### src/source/id_pkg.sv
`default_nettype none

package id_pkg;

    localparam int xlen       = 32;  // data and address width
    localparam int inst_w     = 32;
    localparam int reg_addr_w = 5;
    localparam int num_regs   = 32;

    // bl links the return address here
    localparam logic [reg_addr_w-1:0] link_reg = 5'd1;

    // alu operation handed to EX
    typedef enum logic [3:0] {
        ALU_ADD,   // also address calc, jirl, bl, pcaddu12i
        ALU_SUB,
        ALU_SLT,
        ALU_SLTU,
        ALU_AND,
        ALU_NOR,
        ALU_OR,
        ALU_XOR,
        ALU_SLL,
        ALU_SRL,
        ALU_SRA,
        ALU_LUI    // src2 passes through
    } alu_op_e;

    // memory access width
    typedef enum logic [1:0] {
        MEM_BYTE,
        MEM_HALF,
        MEM_WORD
    } mem_size_e;

    // branch class, picks the condition and the target base
    typedef enum logic [3:0] {
        BR_NONE,
        BR_EQ,
        BR_NE,
        BR_LT,
        BR_GE,
        BR_LTU,
        BR_GEU,
        BR_ALWAYS_PC,  // b and bl
        BR_JIRL        // target from rj
    } br_kind_e;

endpackage

`default_nettype wire

### src/source/branch_unit.sv
`timescale 1ns/10ps
`default_nettype none

module branch_unit (
    input  var id_pkg::br_kind_e       br_kind,
    input  wire [id_pkg::xlen-1:0]     rs1_value,
    input  wire [id_pkg::xlen-1:0]     rs2_value,
    input  wire [id_pkg::xlen-1:0]     pc,
    input  wire [id_pkg::xlen-1:0]     br_offs,
    output logic                       cond_true,
    output logic [id_pkg::xlen-1:0]    target
);

    logic eq;
    logic lt;
    logic ltu;

    assign eq  = rs1_value == rs2_value;
    assign lt  = $signed(rs1_value) < $signed(rs2_value);
    assign ltu = rs1_value < rs2_value;

    always_comb begin
        case (br_kind)
            id_pkg::BR_EQ:        cond_true = eq;
            id_pkg::BR_NE:        cond_true = !eq;
            id_pkg::BR_LT:        cond_true = lt;
            id_pkg::BR_GE:        cond_true = !lt;
            id_pkg::BR_LTU:       cond_true = ltu;
            id_pkg::BR_GEU:       cond_true = !ltu;
            id_pkg::BR_ALWAYS_PC,
            id_pkg::BR_JIRL:      cond_true = 1'b1;
            default:              cond_true = 1'b0;
        endcase
    end

    // jirl is register relative, everything else pc relative
    assign target = ((br_kind == id_pkg::BR_JIRL) ? rs1_value : pc) + br_offs;

endmodule

`default_nettype wire

### src/source/id_stage.sv
`timescale 1ns/10ps
`default_nettype none

module id_stage (
    input  wire                           clk,
    input  wire                           resetn,
    // fetch side
    input  wire                           if_to_id_valid,
    input  wire [id_pkg::inst_w-1:0]      if_inst,
    input  wire [id_pkg::xlen-1:0]        if_pc,
    output logic                          id_allowin,
    output logic                          br_taken,
    output logic [id_pkg::xlen-1:0]       br_target,
    // EX side
    input  wire                           ex_allowin,
    output logic                          id_to_ex_valid,
    output id_pkg::alu_op_e               ex_alu_op,
    output logic [id_pkg::xlen-1:0]       ex_src1,
    output logic [id_pkg::xlen-1:0]       ex_src2,
    output logic [id_pkg::xlen-1:0]       ex_store_data,
    output logic                          ex_mem_we,
    output logic                          ex_res_from_mem,
    output id_pkg::mem_size_e             ex_mem_size,
    output logic                          ex_mem_unsigned,
    output logic                          ex_rf_we,
    output logic [id_pkg::reg_addr_w-1:0] ex_rf_waddr,
    output logic [id_pkg::xlen-1:0]       ex_pc,
    // forwarding and writeback
    input  wire                           ex_fwd_we,
    input  wire [id_pkg::reg_addr_w-1:0]  ex_fwd_waddr,
    input  wire [id_pkg::xlen-1:0]        ex_fwd_wdata,
    input  wire                           ex_fwd_is_load,
    input  wire                           mem_fwd_we,
    input  wire [id_pkg::reg_addr_w-1:0]  mem_fwd_waddr,
    input  wire [id_pkg::xlen-1:0]        mem_fwd_wdata,
    input  wire                           wb_rf_we,
    input  wire [id_pkg::reg_addr_w-1:0]  wb_rf_waddr,
    input  wire [id_pkg::xlen-1:0]        wb_rf_wdata
);

    logic                          id_valid;
    logic [id_pkg::inst_w-1:0]     id_inst;
    logic [id_pkg::xlen-1:0]       id_pc;
    logic                          id_ready_go;

    logic                          src1_is_pc, src2_is_imm;
    logic [id_pkg::xlen-1:0]       imm, br_offs;
    logic [id_pkg::reg_addr_w-1:0] rs1, rs2;
    logic                          need_rs1, need_rs2;
    logic                          rf_we_raw, mem_we_raw, is_load;
    id_pkg::br_kind_e              br_kind;
    logic [id_pkg::xlen-1:0]       rf_rdata1, rf_rdata2;
    logic [id_pkg::xlen-1:0]       rs1_value, rs2_value;
    logic                          stall, cond_true;

    assign id_ready_go    = !stall;
    assign id_allowin     = !id_valid || (id_ready_go && ex_allowin);
    assign id_to_ex_valid = id_valid && id_ready_go;
    assign br_taken       = id_to_ex_valid && ex_allowin && cond_true;

    always_ff @(posedge clk) begin
        if (!resetn)
            id_valid <= 1'b0;
        else if (br_taken)
            id_valid <= 1'b0;  // drop the wrong-path fetch
        else if (id_allowin)
            id_valid <= if_to_id_valid;
    end

    always_ff @(posedge clk) begin
        if (if_to_id_valid && id_allowin) begin
            id_inst <= if_inst;
            id_pc   <= if_pc;
        end
    end

    inst_decoder inst_decoder_i (
        .inst(id_inst), .alu_op(ex_alu_op), .src1_is_pc(src1_is_pc),
        .src2_is_imm(src2_is_imm), .imm(imm), .rs1(rs1), .rs2(rs2),
        .need_rs1(need_rs1), .need_rs2(need_rs2), .rf_we_raw(rf_we_raw),
        .rd_addr(ex_rf_waddr), .mem_we_raw(mem_we_raw), .is_load(is_load),
        .mem_size(ex_mem_size), .mem_unsigned(ex_mem_unsigned),
        .br_kind(br_kind), .br_offs(br_offs)
    );

    regfile regfile_i (
        .clk(clk), .raddr1(rs1), .raddr2(rs2),
        .we(wb_rf_we), .waddr(wb_rf_waddr), .wdata(wb_rf_wdata),
        .rdata1(rf_rdata1), .rdata2(rf_rdata2)
    );

    operand_forward operand_forward_i (
        .rs1(rs1), .rs2(rs2), .need_rs1(need_rs1), .need_rs2(need_rs2),
        .rf_rdata1(rf_rdata1), .rf_rdata2(rf_rdata2),
        .ex_fwd_we(ex_fwd_we), .ex_fwd_waddr(ex_fwd_waddr),
        .ex_fwd_wdata(ex_fwd_wdata), .ex_fwd_is_load(ex_fwd_is_load),
        .mem_fwd_we(mem_fwd_we), .mem_fwd_waddr(mem_fwd_waddr),
        .mem_fwd_wdata(mem_fwd_wdata), .wb_rf_we(wb_rf_we),
        .wb_rf_waddr(wb_rf_waddr), .wb_rf_wdata(wb_rf_wdata),
        .rs1_value(rs1_value), .rs2_value(rs2_value), .stall(stall)
    );

    branch_unit branch_unit_i (
        .br_kind(br_kind), .rs1_value(rs1_value), .rs2_value(rs2_value),
        .pc(id_pc), .br_offs(br_offs), .cond_true(cond_true), .target(br_target)
    );

    assign ex_src1       = src1_is_pc ? id_pc : rs1_value;
    assign ex_src2       = src2_is_imm ? imm : rs2_value;
    assign ex_store_data = rs2_value;  // rd for stores
    assign ex_pc         = id_pc;

    // side effects only for a live instruction
    assign ex_rf_we        = id_valid && rf_we_raw;
    assign ex_mem_we       = id_valid && mem_we_raw;
    assign ex_res_from_mem = id_valid && is_load;

endmodule

`default_nettype wire

### src/source/inst_decoder.sv
`timescale 1ns/10ps
`default_nettype none

module inst_decoder (
    input  wire [id_pkg::inst_w-1:0]     inst,
    output id_pkg::alu_op_e              alu_op,
    output logic                         src1_is_pc,
    output logic                         src2_is_imm,
    output logic [id_pkg::xlen-1:0]      imm,
    output logic [id_pkg::reg_addr_w-1:0] rs1,
    output logic [id_pkg::reg_addr_w-1:0] rs2,
    output logic                         need_rs1,
    output logic                         need_rs2,
    output logic                         rf_we_raw,
    output logic [id_pkg::reg_addr_w-1:0] rd_addr,
    output logic                         mem_we_raw,
    output logic                         is_load,
    output id_pkg::mem_size_e            mem_size,
    output logic                         mem_unsigned,
    output id_pkg::br_kind_e             br_kind,
    output logic [id_pkg::xlen-1:0]      br_offs
);

    wire [5:0]  op_31_26 = inst[31:26];
    wire [3:0]  op_25_22 = inst[25:22];
    wire [1:0]  op_21_20 = inst[21:20];
    wire [4:0]  op_19_15 = inst[19:15];
    wire [4:0]  rd       = inst[4:0];
    wire [4:0]  rj       = inst[9:5];
    wire [4:0]  rk       = inst[14:10];
    wire [11:0] i12      = inst[21:10];
    wire [19:0] i20      = inst[24:5];
    wire [15:0] i16      = inst[25:10];
    wire [25:0] i26      = {inst[9:0], inst[25:10]};  // offs[15:0] sits in the high field

    // opcode groups
    wire grp_3r  = op_31_26 == 6'h00 && op_25_22 == 4'h0 && op_21_20 == 2'h1;
    wire grp_sh  = op_31_26 == 6'h00 && op_25_22 == 4'h1 && op_21_20 == 2'h0;
    wire grp_2ri = op_31_26 == 6'h00;
    wire grp_mem = op_31_26 == 6'h0a;

    wire inst_add_w  = grp_3r && op_19_15 == 5'h00;
    wire inst_sub_w  = grp_3r && op_19_15 == 5'h02;
    wire inst_slt    = grp_3r && op_19_15 == 5'h04;
    wire inst_sltu   = grp_3r && op_19_15 == 5'h05;
    wire inst_nor    = grp_3r && op_19_15 == 5'h08;
    wire inst_and    = grp_3r && op_19_15 == 5'h09;
    wire inst_or     = grp_3r && op_19_15 == 5'h0a;
    wire inst_xor    = grp_3r && op_19_15 == 5'h0b;
    wire inst_sll_w  = grp_3r && op_19_15 == 5'h0e;
    wire inst_srl_w  = grp_3r && op_19_15 == 5'h0f;
    wire inst_sra_w  = grp_3r && op_19_15 == 5'h10;
    wire inst_slli_w = grp_sh && op_19_15 == 5'h01;
    wire inst_srli_w = grp_sh && op_19_15 == 5'h09;
    wire inst_srai_w = grp_sh && op_19_15 == 5'h11;
    wire inst_slti   = grp_2ri && op_25_22 == 4'h8;
    wire inst_sltui  = grp_2ri && op_25_22 == 4'h9;
    wire inst_addi_w = grp_2ri && op_25_22 == 4'ha;
    wire inst_andi   = grp_2ri && op_25_22 == 4'hd;
    wire inst_ori    = grp_2ri && op_25_22 == 4'he;
    wire inst_xori   = grp_2ri && op_25_22 == 4'hf;
    wire inst_lu12i  = op_31_26 == 6'h05 && !inst[25];
    wire inst_pcadd  = op_31_26 == 6'h07 && !inst[25];  // pcaddu12i
    wire inst_jirl   = op_31_26 == 6'h13;
    wire inst_b      = op_31_26 == 6'h14;
    wire inst_bl     = op_31_26 == 6'h15;
    wire inst_cbr    = op_31_26 >= 6'h16 && op_31_26 <= 6'h1b;  // beq .. bgeu

    // loads 0/1/2/8/9, stores 4/5/6
    wire inst_load  = grp_mem && (op_25_22 <= 4'h2 || op_25_22 == 4'h8 || op_25_22 == 4'h9);
    wire inst_store = grp_mem && op_25_22 >= 4'h4 && op_25_22 <= 4'h6;

    wire alu_r = inst_add_w | inst_sub_w | inst_slt | inst_sltu | inst_nor | inst_and
               | inst_or | inst_xor | inst_sll_w | inst_srl_w | inst_sra_w;
    wire alu_i = inst_slli_w | inst_srli_w | inst_srai_w | inst_slti | inst_sltui
               | inst_addi_w | inst_andi | inst_ori | inst_xori;

    wire need_ui12 = inst_andi | inst_ori | inst_xori;
    wire need_si20 = inst_lu12i | inst_pcadd;
    wire src2_is_4 = inst_jirl | inst_bl;  // link address pc + 4

    assign rs1 = rj;
    assign rs2 = (inst_cbr || inst_store) ? rd : rk;

    assign need_rs1    = alu_r | alu_i | inst_load | inst_store | inst_cbr | inst_jirl;
    assign need_rs2    = alu_r | inst_store | inst_cbr;
    assign src1_is_pc  = inst_jirl | inst_bl | inst_pcadd;
    assign src2_is_imm = alu_i | inst_load | inst_store | need_si20 | src2_is_4;

    assign rf_we_raw  = alu_r | alu_i | inst_load | need_si20 | inst_jirl | inst_bl;
    assign rd_addr    = inst_bl ? id_pkg::link_reg : rd;
    assign mem_we_raw = inst_store;
    assign is_load    = inst_load;

    assign imm = src2_is_4 ? 32'd4               :
                 need_si20 ? {i20, 12'b0}        :
                 need_ui12 ? {20'b0, i12}        :
                             {{20{i12[11]}}, i12};  // si12, and ui5 in the low bits

    assign br_offs = (inst_b || inst_bl) ? {{4{i26[25]}}, i26, 2'b0}
                                         : {{14{i16[15]}}, i16, 2'b0};

    assign mem_unsigned = inst_load && op_25_22[3];

    always_comb begin
        mem_size = id_pkg::MEM_WORD;
        if (inst_load || inst_store) begin
            if (op_25_22[1:0] == 2'd0)
                mem_size = id_pkg::MEM_BYTE;
            else if (op_25_22[1:0] == 2'd1)
                mem_size = id_pkg::MEM_HALF;
        end
    end

    always_comb begin
        alu_op = id_pkg::ALU_ADD;  // add, addi, mem, links, unknown
        if (inst_sub_w)                      alu_op = id_pkg::ALU_SUB;
        else if (inst_slt || inst_slti)      alu_op = id_pkg::ALU_SLT;
        else if (inst_sltu || inst_sltui)    alu_op = id_pkg::ALU_SLTU;
        else if (inst_and || inst_andi)      alu_op = id_pkg::ALU_AND;
        else if (inst_nor)                   alu_op = id_pkg::ALU_NOR;
        else if (inst_or || inst_ori)        alu_op = id_pkg::ALU_OR;
        else if (inst_xor || inst_xori)      alu_op = id_pkg::ALU_XOR;
        else if (inst_sll_w || inst_slli_w)  alu_op = id_pkg::ALU_SLL;
        else if (inst_srl_w || inst_srli_w)  alu_op = id_pkg::ALU_SRL;
        else if (inst_sra_w || inst_srai_w)  alu_op = id_pkg::ALU_SRA;
        else if (inst_lu12i)                 alu_op = id_pkg::ALU_LUI;
    end

    always_comb begin
        br_kind = id_pkg::BR_NONE;
        if (inst_b || inst_bl)
            br_kind = id_pkg::BR_ALWAYS_PC;
        else if (inst_jirl)
            br_kind = id_pkg::BR_JIRL;
        else if (inst_cbr) begin
            case (op_31_26[2:0])  // 16..1b
                3'h6:    br_kind = id_pkg::BR_EQ;
                3'h7:    br_kind = id_pkg::BR_NE;
                3'h0:    br_kind = id_pkg::BR_LT;
                3'h1:    br_kind = id_pkg::BR_GE;
                3'h2:    br_kind = id_pkg::BR_LTU;
                default: br_kind = id_pkg::BR_GEU;
            endcase
        end
    end

endmodule

`default_nettype wire

### src/source/operand_forward.sv
`timescale 1ns/10ps
`default_nettype none

module operand_forward (
    input  wire [id_pkg::reg_addr_w-1:0]  rs1,
    input  wire [id_pkg::reg_addr_w-1:0]  rs2,
    input  wire                           need_rs1,
    input  wire                           need_rs2,
    input  wire [id_pkg::xlen-1:0]        rf_rdata1,
    input  wire [id_pkg::xlen-1:0]        rf_rdata2,
    input  wire                           ex_fwd_we,
    input  wire [id_pkg::reg_addr_w-1:0]  ex_fwd_waddr,
    input  wire [id_pkg::xlen-1:0]        ex_fwd_wdata,
    input  wire                           ex_fwd_is_load,
    input  wire                           mem_fwd_we,
    input  wire [id_pkg::reg_addr_w-1:0]  mem_fwd_waddr,
    input  wire [id_pkg::xlen-1:0]        mem_fwd_wdata,
    input  wire                           wb_rf_we,
    input  wire [id_pkg::reg_addr_w-1:0]  wb_rf_waddr,
    input  wire [id_pkg::xlen-1:0]        wb_rf_wdata,
    output logic [id_pkg::xlen-1:0]       rs1_value,
    output logic [id_pkg::xlen-1:0]       rs2_value,
    output logic                          stall
);

    // needed nonzero source matched by a writing stage
    function automatic logic hit(input logic [id_pkg::reg_addr_w-1:0] src,
                                 input logic                          need,
                                 input logic                          we,
                                 input logic [id_pkg::reg_addr_w-1:0] waddr);
        return need && src != '0 && we && src == waddr;
    endfunction

    logic r1_ex, r1_mem, r1_wb;
    logic r2_ex, r2_mem, r2_wb;

    assign r1_ex  = hit(rs1, need_rs1, ex_fwd_we, ex_fwd_waddr);
    assign r1_mem = hit(rs1, need_rs1, mem_fwd_we, mem_fwd_waddr);
    assign r1_wb  = hit(rs1, need_rs1, wb_rf_we, wb_rf_waddr);
    assign r2_ex  = hit(rs2, need_rs2, ex_fwd_we, ex_fwd_waddr);
    assign r2_mem = hit(rs2, need_rs2, mem_fwd_we, mem_fwd_waddr);
    assign r2_wb  = hit(rs2, need_rs2, wb_rf_we, wb_rf_waddr);

    // youngest producer wins
    assign rs1_value = r1_ex  ? ex_fwd_wdata  :
                       r1_mem ? mem_fwd_wdata :
                       r1_wb  ? wb_rf_wdata   : rf_rdata1;
    assign rs2_value = r2_ex  ? ex_fwd_wdata  :
                       r2_mem ? mem_fwd_wdata :
                       r2_wb  ? wb_rf_wdata   : rf_rdata2;

    // load data not back until MEM
    assign stall = ex_fwd_is_load && (r1_ex || r2_ex);

endmodule

`default_nettype wire

### src/source/regfile.sv
`timescale 1ns/10ps
`default_nettype none

module regfile (
    input  wire                           clk,
    input  wire [id_pkg::reg_addr_w-1:0]  raddr1,
    input  wire [id_pkg::reg_addr_w-1:0]  raddr2,
    input  wire                           we,
    input  wire [id_pkg::reg_addr_w-1:0]  waddr,
    input  wire [id_pkg::xlen-1:0]        wdata,
    output logic [id_pkg::xlen-1:0]       rdata1,
    output logic [id_pkg::xlen-1:0]       rdata2
);

    logic [id_pkg::xlen-1:0] rf [id_pkg::num_regs];

    always_ff @(posedge clk) begin
        if (we && waddr != '0)  // r0 stays zero
            rf[waddr] <= wdata;
    end

    // async read, same-cycle writes come through forwarding
    assign rdata1 = (raddr1 == '0) ? '0 : rf[raddr1];
    assign rdata2 = (raddr2 == '0) ? '0 : rf[raddr2];

endmodule

`default_nettype wire

### config.mk
export PLATFORM = sky130hd
export DESIGN_NAME = id_stage
export DESIGN_NICKNAME = d
export VERILOG_FILES = /design/src/source/id_pkg.sv /design/src/source/branch_unit.sv /design/src/source/id_stage.sv /design/src/source/inst_decoder.sv /design/src/source/operand_forward.sv /design/src/source/regfile.sv
export SDC_FILE = /design/constraint.sdc
export NUM_CORES = 2
export LEC_CHECK = 0
export ABC_AREA = 1
export BUFFER_PORTS_ARGS = -buffer_cell sky130_fd_sc_hd__buf_2
export CELL_PAD_IN_SITES_DETAIL_PLACEMENT = 2
export CELL_PAD_IN_SITES_GLOBAL_PLACEMENT = 2
export CORE_MARGIN = 8
export CORE_UTILIZATION = 38
export DETAILED_ROUTE_END_ITERATION = 10
export HOLD_SLACK_MARGIN = 0.06
export PLACE_DENSITY_LB_ADDON = 0.1
export SLEW_MARGIN = 15
export SYNTH_ARGS = -nofsm -noshare
export SYNTH_HDL_FRONTEND = slang
export SYNTH_SLANG_ARGS = --single-unit
### constraint.sdc
create_clock -name clk -period 7.7 [get_ports clk]
set_input_delay 1.54 -clock clk [delete_from_list [all_inputs] [get_ports clk]]
set_output_delay 1.54 -clock clk [all_outputs]
set_load 0.01 [all_outputs]
# After elaboration in Yosys (flattened, before gate mapping)
# Memories as Yosys holds them, arrays and structs flattened. A register that Yosys moved wholly into a read port is not among the register bits.
# Cells that the tools add are included.
# op_classes
n_bitwise	38
addsub	1
n_eq_ne	46
muxes	39
n_reduce_logical	89
magnitude_cmp	7
# op_table
operator	count
$mux 32	15
$lt 32x32->1	2
$mux 4	14
$logic_and 1x1->1	55
$or 1x1->1	37
$add 32x32->32	1
$eq 32x32->1	1
$eq 5x4->1 const B	6
$eq 5x5->1	6
$eq 4x4->1 const B	7
$eq 6x5->1 const B	3
$eq 4x3->1 const B	4
$logic_not 5->1	3
$logic_or 1x1->1	15
$mux 5	3
$pmux 3 s5	1
$reduce_bool 5->1	3
$eq 6x3->1 const B	2
$eq 5x3->1 const B	2
$eq 5x5->1 const B	2
$eq 4x1->1 const B	2
$eq 4x2->1 const B	2
$pmux 1 s7	1
$eq 3x3->1 const B	2
other kinds (20)	31
# totals
elab_cells	224
output_inout_bits	178
ramBits	1024
inputBits	183
reg_bits	65
mem_count	1
# mem_list
memory	words	width	read_ports	rd_clocked_by_memory_dff	write_ports	line	source
regfile_i.rf	32	32	2	1	1	regfile.sv:15	logic [id_pkg::xlen-1:0] rf [id_pkg::num_regs];

# Longest topological paths before layout
# logic_depth
word_depth	30
mapped_depth	41

# Cells and area by module
# Synthesis repeated with hierarchy kept, for this count alone.
# unflattened
cells_unflattened	7839
area_unflattened_um2	63347.0
# by_module_without_submodules
module	cells_per_inst	area_each_um2	n_inst
regfile	5975	52110.0	1
operand_forward	728	3479.6	1
branch_unit	582	3219.3	1
id_stage	293	3215.6	1
inst_decoder	261	1322.5	1

# Worst setup path after synthesis
# OpenSTA, ideal clock, no wires.
# synth_timing
path_kind	input port to output port
from	input wb_rf_waddr[3] (netlist bit)
to	output br_target[28] (netlist bit)
arrival_ps	5443
slack_ps	717
cell_stages	32
n_path_buf	2
path_cell_list	clkbuf_1 -> inv_1 -> nand2_1 -> nand2_1 -> nor2_1 -> nand4_1 -> a211oi_1 -> nand3_2 -> clkbuf_1 -> o21ai_0 -> nand2_1 -> o21ai_0 -> a21oi_1 -> nand2_1 -> nand2_1 -> ha_1 -> fa_1 -> nand3_1 -> nand2_1 -> nand2_1 -> nand2_1 -> a21oi_1 -> o21ai_0 -> nand2_1 -> nand2_1 -> a21boi_0 -> nor2_1 -> nand2_1 -> nand2_1 -> nand3_1 -> nand2_1 -> xor2_1
# synth_between
elab_chain_len	7
# synth_lines
element	line	source
from (decl)	id_stage.sv:37	input wire [id_pkg::reg_addr_w-1:0] wb_rf_waddr,
$eq 5x5->1	operand_forward.sv:31	return need && src != '0 && we && src == waddr;
$logic_and 1x1->1	operand_forward.sv:31	
$mux 32	operand_forward.sv:47	r1_wb ? wb_rf_wdata : rf_rdata1;
$mux 32	operand_forward.sv:46	r1_mem ? mem_fwd_wdata :
$mux 32	operand_forward.sv:45	assign rs1_value = r1_ex ? ex_fwd_wdata :
$mux 32	branch_unit.sv:37	assign target = ((br_kind == id_pkg::BR_JIRL) ? rs1_value : pc) + br_offs;
$add 32x32->32	branch_unit.sv:37	
to (decl)	id_stage.sv:13	output logic [id_pkg::xlen-1:0] br_target,
# Every way passes these cells.

==> qor.txt <==
run status - completed
Max Freq - 132 MHz
Design Power - 0.0174 W
Seq cells post-synth - 1,094
Starting DRT DRC Count - 7,102
die area - 0.172 mm²
clock latency on the worst-skew pair - 0.79 ns
Initial Utilization - 38.2%
Max VDD drop - 0.000192 V
leading area contributor after synthesis - edfxtp_1
Cell variety after synth - 53
dpl ws - -0.317 ns
HPWL after DPL - 204 mm
Max Cap Viol - 0
router iterations before antenna repair - 6
Main synth FF type - edfxtp_1
final WL - 345 mm
Rows - 146
leakage power - 28.7 nW
top-count cell post-synth - nand2_1
initial antenna violation count - 45
hold_buf cts - 0
nets@finish - 7,791
Die H - 414 µm
core area - 0.158 mm²
worst path required time - 6.16 ns
gpl congestion - 0.949
number of flops mapped to enable cells by yosys - 1,088
CTS max path bufs - 3
yosys warns - 0
RSZ-0062 raised after global routing - yes
cells after synthesis - 7,141
Synth top cells by count - 2,046 x nand2_1, 1,098 x nand3_1, 1,088 x edfxtp_1
Worst-path clk slew - 0.06 ns
Slew headroom - 13.8%
largest net degree at the start of global routing - 118
power density cells - 241 mW/mm²
Avg Cell Area, Syn - 8.43 µm²
Buffers on Ports - 360
Synth async-reset ratio - 0%
Setup crit start kind - flip-flop
first-pass GRT wire length - 467 mm
CP endpoint kind - output port
Syn-to-layout area delta - 20.0%
Setup Skew - 0.0419 ns
H-tree Lvls - 3
post-synthesis cell area - 0.0602 mm²
Tmin final - 7.60 ns
layout cells sized above 1 - 14.7%
Tightest Pin Transition - 1.29 ns
top cells by area, synth - edfxtp_1 54%, nand2_1 13%, nand3_1 9.1%
final hold violation count - 0
Overflow after GRT - 0
share of the synthesized area in the top cell type - 54.2%
Final Slew Violations - 0
Post-Layout Cell Count - 9,746
Hold Path Class - reg2reg
CTS tree - yes
detailed-route DRC error count - 0
Sink Count - 1,094
GRT Total Usage - 36.8%
Worst EP arrival - 6.06 ns
Final Worst Setup Slack - 0.103 ns
period utilization - 98.7%
Root Driver - clkbuf_16
hold_ws - 0.533 ns
CTS Buf Count - 121
Crit Path Class - reg2out
final setup fails - 0
vias after detailed routing - 62,200
placed cells - 9,369
Max FO, Critical Path - 65
hold path depth - 2
Ports - 361
worst reg2reg path depth - 20
Final Core Density - 45.8%
Seq/Total Area, Yosys - 54.4%
routed len/inst - 35.4 µm
vias in the first global route - 64,200
vias per cell - 6.38
final antenna-violating net count - 0
width of the chip - 414 µm
[sequential cells by signal (all words and copies together), names as in the netlist, named ones only]
signal,count
id_valid,1
id_inst,32
regfile_i.rf,1024
ex_pc,32
[path summary, 6_finish.rpt]
kind / from / end / slack (ns)
min: id_valid / id_valid / 0.53
max reg2reg: id_inst[31] / id_inst[26] / 2.26
min reg2reg: id_valid / id_valid / 0.53
max: flip-flop / br_target[31] / 0.10
[what timing repair did]
action	4_1_cts	5_1_grt
pin swaps	9	24
buffers inserted	25	61
endpoints found under the setup margin	20	17
hold endpoints to repair	0	0
gates resized for setup	59	166
gates cloned	9	31
[logic make-up (layout without fill, tap and decap cells)]
kind of cell             after synthesis  count (layout)  synth area share [%]
AO/OA/AOI/OAI                       1192            1192                  10.8
XOR/XNOR                              33              33                 0.480
AND/OR/NAND/NOR                     3976            3978                  27.6
flip-flops                          1094            1094                  54.4
buffers and inverters                783            1260                  5.32
other                                  1              55               0.00623
adder cells (fa/ha/maj)               62              62                  1.30
[worst max-delay path, cell delays in order (launching register included)]
cell and delay [ns]:
dfxtp_4 0.58, buf_16 0.35, buf_16 0.36, buf_4 0.28
o21ai_0 0.13, o22ai_1 0.21, o21ai_0 0.11, o21ai_0 0.30
nand3_1 0.26, nand2_1 0.14, o211ai_1 0.10, o211ai_1 0.17
nand3_1 0.14, o21ai_1 0.32, ha_2 0.44, a21oi_1 0.21
o21ai_0 0.14, a21oi_1 0.15, nand2_1 0.11, nand3_1 0.10
nand2_2 0.09, nand2_1 0.07, nand2_1 0.07, inv_1 0.06
nand3_1 0.07, nand2_1 0.11, buf_2 0.15
[per-layer routing]
layer	wire length, µm	global-route usage, %	up-vias
li1	-	-	25600
met1	132000	46.4	32000
met2	158000	59.5	3627
met3	33700	7.53	954
met4	21600	19.8	16
met5	91	0	-
[through the flow]
stage	TNS, ns	instance area (µm²)
detailed placement	-2.19	65700
floorplan	0	60300
global route	-0.207	72200
finish	0	72300
global placement	-1.27	65700
CTS	0	70300
[final cells by class]
cell class | instances | area [µm²]
diodes | 23 | 57.6
clock inverters | 81 | 627
fillers | 17300 | 85600
inverters | 267 | 1070
multi-input cells | 5297 | 25200
flip-flops and latches | 1094 | 32800
clock buffers | 147 | 3190
repair buffers | 765 | 6700
well taps | 2072 | 2590
[placed cells by master (no fill, tap or decap), types with 9 or more instances in the layout]
cell type,Yosys,layout
clkinv_1,2,42
clkbuf_16,0,150
inv_1,255,251
buf_12,0,48
a21oi_1,142,136
xor2_1,20,18
o22ai_1,253,253
nand2_2,24,40
o211ai_1,58,58
nand2_4,3,11
conb_1,1,32
or2_2,10,10
nand4_1,23,23
buf_4,18,269
diode_2,0,23
nor2_1,699,658
o21ai_1,1,10
nand2_1,2046,2014
edfxtp_1,1088,1088
o21ai_0,709,694
nor2_2,4,9
buf_2,150,362
buf_16,0,33
nor3_1,35,32
buf_6,1,20
nand3_2,2,17
clkbuf_1,295,23
nor2_4,3,39
nand2_8,0,9
nand3_1,1098,1078
clkinv_2,0,23
ha_1,61,58
xnor2_1,13,13
[report_power, final]
part	internal [W]	leakage (nW)	switching (W)
Combinational	0.00142	16.9	0.00341
Clock	0.00316	1.85	0.00266
Sequential	0.00666	9.92	0.0000920
(Power assumes the default switching activity.)
